[src/hw/spw_tx_pkg.sv]
package spw_tx_pkg;

	// --------------------------------------------------
	// Character kinds and link phases
	// --------------------------------------------------
	typedef enum logic [2:0] {
		CHAR_NULL,
		CHAR_FCT,
		CHAR_DATA,
		CHAR_EOP,
		CHAR_EEP
	} spw_char_e;

	typedef enum logic [1:0] {
		PHASE_START,
		PHASE_NULLS,
		PHASE_NULL_FCT,
		PHASE_RUN
	} spw_phase_e;

	// --------------------------------------------------
	// Character lengths in line bits
	// --------------------------------------------------
	localparam int BIT_CNT_W = 4;
	localparam int CHAR_MAX_W = 10;

	localparam logic [BIT_CNT_W-1:0] CHAR_LEN_NULL = 4'd8;
	localparam logic [BIT_CNT_W-1:0] CHAR_LEN_CTRL = 4'd4;
	localparam logic [BIT_CNT_W-1:0] CHAR_LEN_DATA = 4'd10;

	// Control codes, sent low bit first after the flag
	localparam logic [1:0] CTRL_FCT = 2'b00;
	localparam logic [1:0] CTRL_EOP = 2'b01;
	localparam logic [1:0] CTRL_EEP = 2'b10;
	localparam logic [1:0] CTRL_ESC = 2'b11;

	// Host word, bit 8 marks EOP or EEP
	localparam int NCHAR_W = 9;

	// --------------------------------------------------
	// Flow control
	// --------------------------------------------------
	localparam int CREDIT_W = 6;
	localparam int FCT_OUT_W = 3;

	localparam logic [CREDIT_W-1:0] CREDIT_PER_FCT = 6'd8;
	localparam logic [CREDIT_W-1:0] CREDIT_MAX = 6'd56;
	localparam logic [FCT_OUT_W-1:0] FCT_OUT_MAX = 3'd7;

endpackage

[src/hw/spw_tx_link_fsm.sv]
`timescale 1ns/1ps

module spw_tx_link_fsm import spw_tx_pkg::*; (
	input  logic       pclk_tx,
	input  logic       enable_tx,
	input  logic       send_null_tx_i,
	input  logic       send_fct_tx_i,
	input  logic       credit_avail_i,
	input  logic       char_done_i,
	output spw_phase_e phase_o
);

	spw_phase_e phase_q;
	spw_phase_e phase_next;

	// --------------------------------------------------
	// Next phase
	// --------------------------------------------------
	always_comb
	begin
		phase_next = phase_q;
		if (!send_null_tx_i)
		begin
			phase_next = PHASE_START;
		end
		else
		begin
			case (phase_q)
				PHASE_START:
				begin
					phase_next = PHASE_NULLS;
				end
				PHASE_NULLS:
				begin
					if (char_done_i && send_fct_tx_i)
						phase_next = PHASE_NULL_FCT;
				end
				PHASE_NULL_FCT:
				begin
					// Needs credit from the far end before data may flow
					if (char_done_i && send_fct_tx_i && credit_avail_i)
						phase_next = PHASE_RUN;
				end
				default:
				begin
					phase_next = PHASE_RUN;
				end
			endcase
		end
	end

	always_ff @(posedge pclk_tx or negedge enable_tx)
	begin
		if (!enable_tx)
		begin
			phase_q <= PHASE_START;
		end
		else
		begin
			phase_q <= phase_next;
		end
	end

	assign phase_o = phase_q;

endmodule

[src/hw/spw_tx_credit.sv]
`timescale 1ns/1ps

module spw_tx_credit import spw_tx_pkg::*; (
	input  logic pclk_tx,
	input  logic enable_tx,
	input  logic gotfct_tx_i,
	input  logic send_fct_now_i,
	input  logic sent_nchar_i,
	input  logic sent_fct_i,
	output logic credit_avail_o,
	output logic fct_pending_o
);

	logic                 gotfct_q;
	logic                 fct_now_q;
	logic                 gotfct_rise;
	logic                 fct_req_rise;
	logic [CREDIT_W-1:0]  credit_q;
	logic [FCT_OUT_W-1:0] fct_out_q;
	logic [CREDIT_W:0]    credit_sum;
	logic [FCT_OUT_W:0]   fct_out_sum;

	// A held level counts once
	assign gotfct_rise  = gotfct_tx_i & ~gotfct_q;
	assign fct_req_rise = send_fct_now_i & ~fct_now_q;

	// --------------------------------------------------
	// Transmit credit
	// --------------------------------------------------
	always_comb
	begin
		credit_sum = {1'b0, credit_q};
		if (gotfct_rise)
			credit_sum = credit_sum + {1'b0, CREDIT_PER_FCT};
		if (sent_nchar_i)
			credit_sum = credit_sum - 1'b1;
		if (credit_sum > {1'b0, CREDIT_MAX})
			credit_sum = {1'b0, CREDIT_MAX};
	end

	// --------------------------------------------------
	// FCTs owed to the far end
	// --------------------------------------------------
	always_comb
	begin
		fct_out_sum = {1'b0, fct_out_q};
		if (fct_req_rise)
			fct_out_sum = fct_out_sum + 1'b1;
		if (sent_fct_i)
			fct_out_sum = fct_out_sum - 1'b1;
		if (fct_out_sum > {1'b0, FCT_OUT_MAX})
			fct_out_sum = {1'b0, FCT_OUT_MAX};
	end

	always_ff @(posedge pclk_tx or negedge enable_tx)
	begin
		if (!enable_tx)
		begin
			gotfct_q  <= 1'b0;
			fct_now_q <= 1'b0;
			credit_q  <= '0;
			fct_out_q <= '0;
		end
		else
		begin
			gotfct_q  <= gotfct_tx_i;
			fct_now_q <= send_fct_now_i;
			credit_q  <= credit_sum[CREDIT_W-1:0];
			fct_out_q <= fct_out_sum[FCT_OUT_W-1:0];
		end
	end

	assign credit_avail_o = (credit_q != '0);
	assign fct_pending_o  = (fct_out_q != '0);

endmodule

[src/hw/spw_tx_char_select.sv]
`timescale 1ns/1ps

module spw_tx_char_select import spw_tx_pkg::*; (
	input  logic               pclk_tx,
	input  logic               enable_tx,
	input  spw_phase_e         phase_i,
	input  logic               char_done_i,
	input  logic               txwrite_tx_i,
	input  logic [NCHAR_W-1:0] data_tx_i,
	input  logic               credit_avail_i,
	input  logic               fct_pending_i,
	output logic               load_o,
	output spw_char_e          next_kind_o,
	output logic [7:0]         next_byte_o,
	output logic               sent_nchar_o,
	output logic               sent_fct_o,
	output logic               ready_tx_data_o
);

	spw_phase_e phase_q;
	spw_char_e  nchar_kind;
	logic       link_start;
	logic       boundary;
	logic       fct_allowed;
	logic       take_fct;
	logic       take_nchar;

	// Previous phase, to find the first cycle of NULLS
	always_ff @(posedge pclk_tx or negedge enable_tx)
	begin
		if (!enable_tx)
		begin
			phase_q <= PHASE_START;
		end
		else
		begin
			phase_q <= phase_i;
		end
	end

	assign link_start = (phase_i == PHASE_NULLS) && (phase_q == PHASE_START);
	assign boundary   = (phase_i != PHASE_START) && (char_done_i || link_start);

	// --------------------------------------------------
	// Priority: FCT, then N-char, then NULL
	// --------------------------------------------------
	assign fct_allowed = (phase_i == PHASE_NULL_FCT) || (phase_i == PHASE_RUN);
	assign take_fct    = fct_allowed && fct_pending_i;
	assign take_nchar  = (phase_i == PHASE_RUN) && !fct_pending_i &&
	                     txwrite_tx_i && credit_avail_i;

	always_comb
	begin
		if (!data_tx_i[8])
			nchar_kind = CHAR_DATA;
		else if (data_tx_i[1:0] == 2'b00)
			nchar_kind = CHAR_EOP;
		else
			nchar_kind = CHAR_EEP;
	end

	always_comb
	begin
		if (take_fct)
			next_kind_o = CHAR_FCT;
		else if (take_nchar)
			next_kind_o = nchar_kind;
		else
			next_kind_o = CHAR_NULL;
	end

	assign next_byte_o = take_nchar ? data_tx_i[7:0] : 8'h00;

	// Strobes for the serializer, credit block and host
	assign load_o          = boundary;
	assign sent_fct_o      = boundary && take_fct;
	assign sent_nchar_o    = boundary && take_nchar;
	assign ready_tx_data_o = boundary && take_nchar;

endmodule

[src/hw/spw_tx_serializer.sv]
`timescale 1ns/1ps

module spw_tx_serializer import spw_tx_pkg::*; (
	input  logic       pclk_tx,
	input  logic       enable_tx,
	input  logic       send_null_tx_i,
	input  logic       load_i,
	input  spw_char_e  next_kind_i,
	input  logic [7:0] next_byte_i,
	output logic       line_bit_o,
	output logic       line_valid_o,
	output logic       char_done_o
);

	logic [CHAR_MAX_W-1:0] shift_q;
	logic [CHAR_MAX_W-1:0] char_vec;
	logic [BIT_CNT_W-1:0]  bit_cnt_q;
	logic [BIT_CNT_W-1:0]  char_len;
	logic [1:0]            ctrl_code;
	logic                  busy_q;
	logic                  par_prev_q;
	logic                  par_next;
	logic                  flag;
	logic                  par_bit;
	logic                  null_par;

	// --------------------------------------------------
	// Parity
	// --------------------------------------------------
	assign flag    = (next_kind_i != CHAR_DATA);
	assign par_bit = ~(par_prev_q ^ flag);

	// FCT half of a NULL covers the ESC code bits
	assign null_par = ~(^CTRL_ESC ^ 1'b1);

	always_comb
	begin
		case (next_kind_i)
			CHAR_EOP: ctrl_code = CTRL_EOP;
			CHAR_EEP: ctrl_code = CTRL_EEP;
			default:  ctrl_code = CTRL_FCT;
		endcase
	end

	// Bit 0 of char_vec goes on the line first
	always_comb
	begin
		case (next_kind_i)
			CHAR_DATA:
			begin
				char_vec = {next_byte_i, 1'b0, par_bit};
				char_len = CHAR_LEN_DATA;
				par_next = ^next_byte_i;
			end
			CHAR_NULL:
			begin
				char_vec = {{(CHAR_MAX_W - 8){1'b0}}, CTRL_FCT, 1'b1, null_par,
				            CTRL_ESC, 1'b1, par_bit};
				char_len = CHAR_LEN_NULL;
				par_next = ^CTRL_FCT;
			end
			default:
			begin
				char_vec = {{(CHAR_MAX_W - 4){1'b0}}, ctrl_code, 1'b1, par_bit};
				char_len = CHAR_LEN_CTRL;
				par_next = ^ctrl_code;
			end
		endcase
	end

	// --------------------------------------------------
	// Bit sequencing
	// --------------------------------------------------
	always_ff @(posedge pclk_tx or negedge enable_tx)
	begin
		if (!enable_tx)
		begin
			busy_q     <= 1'b0;
			bit_cnt_q  <= '0;
			par_prev_q <= 1'b0;
		end
		else if (!send_null_tx_i)
		begin
			// Link dropped, start over with clean parity
			busy_q     <= 1'b0;
			bit_cnt_q  <= '0;
			par_prev_q <= 1'b0;
		end
		else if (load_i)
		begin
			busy_q     <= 1'b1;
			bit_cnt_q  <= char_len - 1'b1;
			par_prev_q <= par_next;
		end
		else if (busy_q)
		begin
			if (bit_cnt_q == '0)
				busy_q <= 1'b0;
			else
				bit_cnt_q <= bit_cnt_q - 1'b1;
		end
	end

	always_ff @(posedge pclk_tx)
	begin
		if (load_i)
			shift_q <= char_vec;
		else
			shift_q <= shift_q >> 1;
	end

	assign line_bit_o   = shift_q[0];
	assign line_valid_o = busy_q;
	assign char_done_o  = busy_q && (bit_cnt_q == '0);

endmodule

[src/hw/spw_tx_ds_encoder.sv]
`timescale 1ns/1ps

module spw_tx_ds_encoder (
	input  logic pclk_tx,
	input  logic enable_tx,
	input  logic line_bit_i,
	input  logic line_valid_i,
	output logic tx_dout_o,
	output logic tx_sout_o
);

	logic d_q;
	logic s_q;

	// Strobe toggles only when data repeats
	always_ff @(posedge pclk_tx or negedge enable_tx)
	begin
		if (!enable_tx)
		begin
			d_q <= 1'b0;
			s_q <= 1'b0;
		end
		else if (!line_valid_i)
		begin
			d_q <= 1'b0;
			s_q <= 1'b0;
		end
		else
		begin
			d_q <= line_bit_i;
			if (line_bit_i == d_q)
				s_q <= ~s_q;
		end
	end

	assign tx_dout_o = d_q;
	assign tx_sout_o = s_q;

endmodule

[src/hw/spw_tx.sv]
`timescale 1ns/1ps

module spw_tx import spw_tx_pkg::*; (
	input  logic               pclk_tx,
	input  logic               enable_tx,
	input  logic [NCHAR_W-1:0] data_tx_i,
	input  logic               txwrite_tx_i,
	input  logic               send_null_tx_i,
	input  logic               send_fct_tx_i,
	input  logic               gotfct_tx_i,
	input  logic               send_fct_now_i,
	output logic               tx_dout_o,
	output logic               tx_sout_o,
	output logic               ready_tx_data_o
);

	spw_phase_e phase;
	spw_char_e  next_kind;
	logic [7:0] next_byte;
	logic       char_done;
	logic       load;
	logic       sent_nchar;
	logic       sent_fct;
	logic       credit_avail;
	logic       fct_pending;
	logic       line_bit;
	logic       line_valid;

	spw_tx_link_fsm i_link_fsm (
		.pclk_tx        (pclk_tx),
		.enable_tx      (enable_tx),
		.send_null_tx_i (send_null_tx_i),
		.send_fct_tx_i  (send_fct_tx_i),
		.credit_avail_i (credit_avail),
		.char_done_i    (char_done),
		.phase_o        (phase)
	);

	spw_tx_credit i_credit (
		.pclk_tx        (pclk_tx),
		.enable_tx      (enable_tx),
		.gotfct_tx_i    (gotfct_tx_i),
		.send_fct_now_i (send_fct_now_i),
		.sent_nchar_i   (sent_nchar),
		.sent_fct_i     (sent_fct),
		.credit_avail_o (credit_avail),
		.fct_pending_o  (fct_pending)
	);

	spw_tx_char_select i_char_select (
		.pclk_tx         (pclk_tx),
		.enable_tx       (enable_tx),
		.phase_i         (phase),
		.char_done_i     (char_done),
		.txwrite_tx_i    (txwrite_tx_i),
		.data_tx_i       (data_tx_i),
		.credit_avail_i  (credit_avail),
		.fct_pending_i   (fct_pending),
		.load_o          (load),
		.next_kind_o     (next_kind),
		.next_byte_o     (next_byte),
		.sent_nchar_o    (sent_nchar),
		.sent_fct_o      (sent_fct),
		.ready_tx_data_o (ready_tx_data_o)
	);

	spw_tx_serializer i_serializer (
		.pclk_tx        (pclk_tx),
		.enable_tx      (enable_tx),
		.send_null_tx_i (send_null_tx_i),
		.load_i         (load),
		.next_kind_i    (next_kind),
		.next_byte_i    (next_byte),
		.line_bit_o     (line_bit),
		.line_valid_o   (line_valid),
		.char_done_o    (char_done)
	);

	spw_tx_ds_encoder i_ds_encoder (
		.pclk_tx      (pclk_tx),
		.enable_tx    (enable_tx),
		.line_bit_i   (line_bit),
		.line_valid_i (line_valid),
		.tx_dout_o    (tx_dout_o),
		.tx_sout_o    (tx_sout_o)
	);

endmodule

[config.mk]
export PLATFORM = sky130hd
export DESIGN_NAME = spw_tx
export DESIGN_NICKNAME = d
export VERILOG_FILES = /design/src/hw/spw_tx_pkg.sv /design/src/hw/spw_tx_link_fsm.sv /design/src/hw/spw_tx_credit.sv /design/src/hw/spw_tx_char_select.sv /design/src/hw/spw_tx_serializer.sv /design/src/hw/spw_tx_ds_encoder.sv /design/src/hw/spw_tx.sv
export SDC_FILE = /design/constraint.sdc
export NUM_CORES = 1
export LEC_CHECK = 0
export ABC_AREA = 1
export BUFFER_PORTS_ARGS = -buffer_cell sky130_fd_sc_hd__buf_2
export CORE_MARGIN = 2
export CORE_UTILIZATION = 45
export CTS_CLUSTER_DIAMETER = 40
export DETAILED_ROUTE_END_ITERATION = 12
export PLACE_DENSITY = 0.69
export SKIP_LAST_GASP = 1
export SLEW_MARGIN = 25
export SYNTH_ARGS = -nofsm -noshare
export SYNTH_HDL_FRONTEND = slang
export SYNTH_SLANG_ARGS = --single-unit
[constraint.sdc]
create_clock -name pclk_tx -period 3.4 [get_ports pclk_tx]
set_input_delay 0.68 -clock pclk_tx [delete_from_list [all_inputs] [get_ports pclk_tx]]
set_output_delay 0.68 -clock pclk_tx [all_outputs]
set_load 0.02 [all_outputs]
==> flow_metrics.tcl <==
set metrics [dict create \
    status "complete, no violations" \
    leakagePower_nw 1.14 \
    post_cts_resized 0 \
    numCtsBuffers 5 \
    dieArea_mm2 0.00482 \
    rows 23 \
    syn-num-nets 263 \
    r2r_start "i_serializer.bit_cnt_q[3]$_DFFE_PN0P_" \
    relSlewSlack 0.622 \
    fin_skew_ps 6.47 \
    p_per_area_mw_per_mm2 784 \
    cts_tree "built" \
    tns_ps 0 \
    avgSynthCellArea_um2 7.98 \
    reg2reg_depth 9 \
    nets 286 \
    slowest_delay_ps 360 \
    yosys.cell_types.count 37 \
    htreeDepth 2 \
    final_common_cell "nand2_1" \
    avgRoutedWirePerCell_um 11.9 \
    finalPower_mw 1.71 \
    cell_internal_pwr_mw 1.02 \
    crit_required_ps 2720 \
    r2r_end "i_serializer.bit_cnt_q[2]$_DFFE_PN0P_" \
    swShare 0.405 \
    syn_area_mm2 0.00192 \
    clock-sinks 33 \
    synthArstFlopShare 0.697 \
    antenna-diode-count 0 \
    drtIter0Drc 57 \
    fmaxAchievable_mhz 427 \
    peakVddDrop_mv 0.421 \
    initial_core_util 0.474 \
    timing.final.crit_period_ps 2340 \
    drt-vias-per-instance 5.02 \
    place_hpwl_mm 2.84 \
    worstHoldPathType "input port to async pin" \
    drc 0 \
    grt_max_degree 24 \
    drive_above_1_share 0.166 \
    path_max_fanout 10 \
    wirelength_mm 3.74 \
    core-area_mm2 0.00406 \
    antenna_found_initial 0 \
    comb_power_share 0.424 \
    gp_congestion 0.791 \
    cts_setup_buffers 0 \
    setup_viol_count_final 0 \
    hold_violations 0 \
    clk_latency_ps 290 \
    seq_area_frac_synth 0.403 \
    worst_setup_path_start_kind "flip-flop" \
    grt_overflow 0 \
    worstPathCellList "inv_1, ha_1, nand3_1, nand2_4, nor2_8, buf_2" \
    track_usage 0.170 \
    arrival_ps 1660 \
    switching_power_mw 0.692 \
    cts_hold_buffers 0 \
    ys_warn_count 0 \
    rsz0062_at_grt "no" \
    num_vias 1582 \
    synth_edf_count 0 \
    ios 19 \
    synth_seq_cells 33 \
    root_buffer "clkbuf_8" \
    crit_type "flip-flop to output port" \
    synthCells 241 \
    port_buffers 18 \
    period_share 0.690 \
    ant_nets 0 \
    clkSlewWorstSetupHoldPaths_ps 70 \
    first_global_vias 1523 \
    r2r_slack_ps 1260 \
    maxCapViolCount 0 \
    grt_pass1_wl_mm 6.44 \
    slowest_stage "dfrtp_1" \
    worst_setup_path_end_kind "output port" \
    firstDrtPassIters 4 \
    seq_power_share 0.351 \
    clkPwrFrac 0.225 \
    layout_common_cells "nand2_1 (60), inv_1 (33), nor2_1 (24), dfrtp_1 (23), buf_2 (18)" \
    die_h_um 69.4 \
    cts.path.max_buffers 2 \
    maxSlewViolCount 0 \
    worstMarginPinSlew_ps 567 \
    syn2layout_area_growth_pct 13.1 \
    synth-main-ff-cell "dfrtp_1" \
    die-width_um 69.4 \
]
-- kinds of logic (layout without fill, tap and decap cells) --
kind of cell | Yosys count | after routing | share of synthesized area
AO/OA/AOI/OAI | 27 | 27 | 0.0936
flip-flops | 33 | 33 | 0.403
buffers and inverters | 37 | 61 | 0.0780
AND/OR/NAND/NOR | 122 | 122 | 0.304
XOR/XNOR | 16 | 16 | 0.0826
adder cells (fa/ha/maj) | 6 | 6 | 0.0390
-- per-stage QoR --
| step | util | hold WS, ps | cells | setup WS (ps) | area (um^2) |
|---|---|---|---|---|---|
| 3_3_place_gp | 0.508 | 427 | 307 | 1260 | 2060 |
| 2_1_floorplan | - | 384 | 241 | 1550 | 1920 |
| 5_1_grt | 0.537 | 407 | 315 | 931 | 2180 |
| 6_report | 0.537 | 365 | 315 | 1060 | 2180 |
| 3_5_place_dp | 0.508 | 435 | 307 | 1240 | 2060 |
| 4_1_cts | 0.537 | 385 | 315 | 1030 | 2180 |
-- worst max-delay path by stage --
stage                                                  to                             startpoint  slack (ps)  depth (start not counted)
detailed placement                        ready_tx_data_o                           txwrite_tx_i        1240                          6
CTS                                       ready_tx_data_o  i_serializer.bit_cnt_q[3]$_DFFE_PN0P_        1030                          6
floorplan           i_serializer.bit_cnt_q[2]$_DFFE_PN0P_                           txwrite_tx_i        1550                         10
global route                              ready_tx_data_o  i_serializer.bit_cnt_q[2]$_DFFE_PN0P_         930                          6
global placement                          ready_tx_data_o                           txwrite_tx_i        1260                          6
finish                                    ready_tx_data_o         i_credit.credit_q[0]$_DFF_PN0_        1060                          6
-- metal layers --
metal / vias up / global-route usage / share of wire
li1: 822 / - / -
met1: 731 / 0.214 / 0.48
met2: 23 / 0.274 / 0.46
met3: 6 / 0.0494 / 0.036
met4: 0 / 0.0719 / 0.017
met5: - / 0 / 0
-- state kept, by name, indices dropped and copies added (netlist names) --
register,flops
i_serializer.shift_q,10
i_credit.credit_q,6
i_serializer.bit_cnt_q,4
i_credit.fct_out_q,3
i_char_select.phase_q,2
i_link_fsm.phase_o,2
i_credit.fct_now_q,1
i_credit.gotfct_q,1
i_ds_encoder.tx_dout_o,1
i_ds_encoder.tx_sout_o,1
i_serializer.line_valid_o,1
i_serializer.par_prev_q,1
-- power by group through the flow --
stage / Sequential (mW) / Clock [mW] / Combinational (mW)
finish: 0.599 / 0.385 / 0.724
global placement: 0.605 / 0 / 0.714
detailed placement: 0.607 / 0 / 0.728
floorplan: 0.593 / 0 / 0.602
CTS: 0.599 / 0.395 / 0.734
global route: 0.615 / 0.415 / 0.841
-- synth_stat cells, types with 4 or more instances --
cell type / instances / area share
a32o_1: 5 / 0.026
nand2_2: 4 / 0.013
dfxtp_1: 10 / 0.10
nand2_1: 60 / 0.12
o21ai_1: 5 / 0.013
dfrtp_1: 23 / 0.30
nor3_1: 4 / 0.010
nor2_1: 24 / 0.047
xnor2_1: 7 / 0.032
a21oi_1: 5 / 0.013
nand3_1: 13 / 0.034
ha_1: 6 / 0.039
inv_1: 33 / 0.064
xor2_1: 8 / 0.036
nand4_1: 5 / 0.016
o21ai_0: 4 / 0.010
-- critical path: cells and delay by family, from the launching register on --
kind          cells  cell delay, ps
fa+ha+maj         1             230
flops             1             360
buf+inv           2             270
simple gates      3             520
-- layout make-up --
cell class / instances / area, um^2
clock buffers: 7 / 86.3
clock inverters: 1 / 30.0
fillers: 395 / 1880
inverters: 35 / 134
multi-input cells: 171 / 998
flip-flops and latches: 33 / 776
well taps: 50 / 62.6
repair buffers: 18 / 90.1
(Power assumes the default switching activity.)
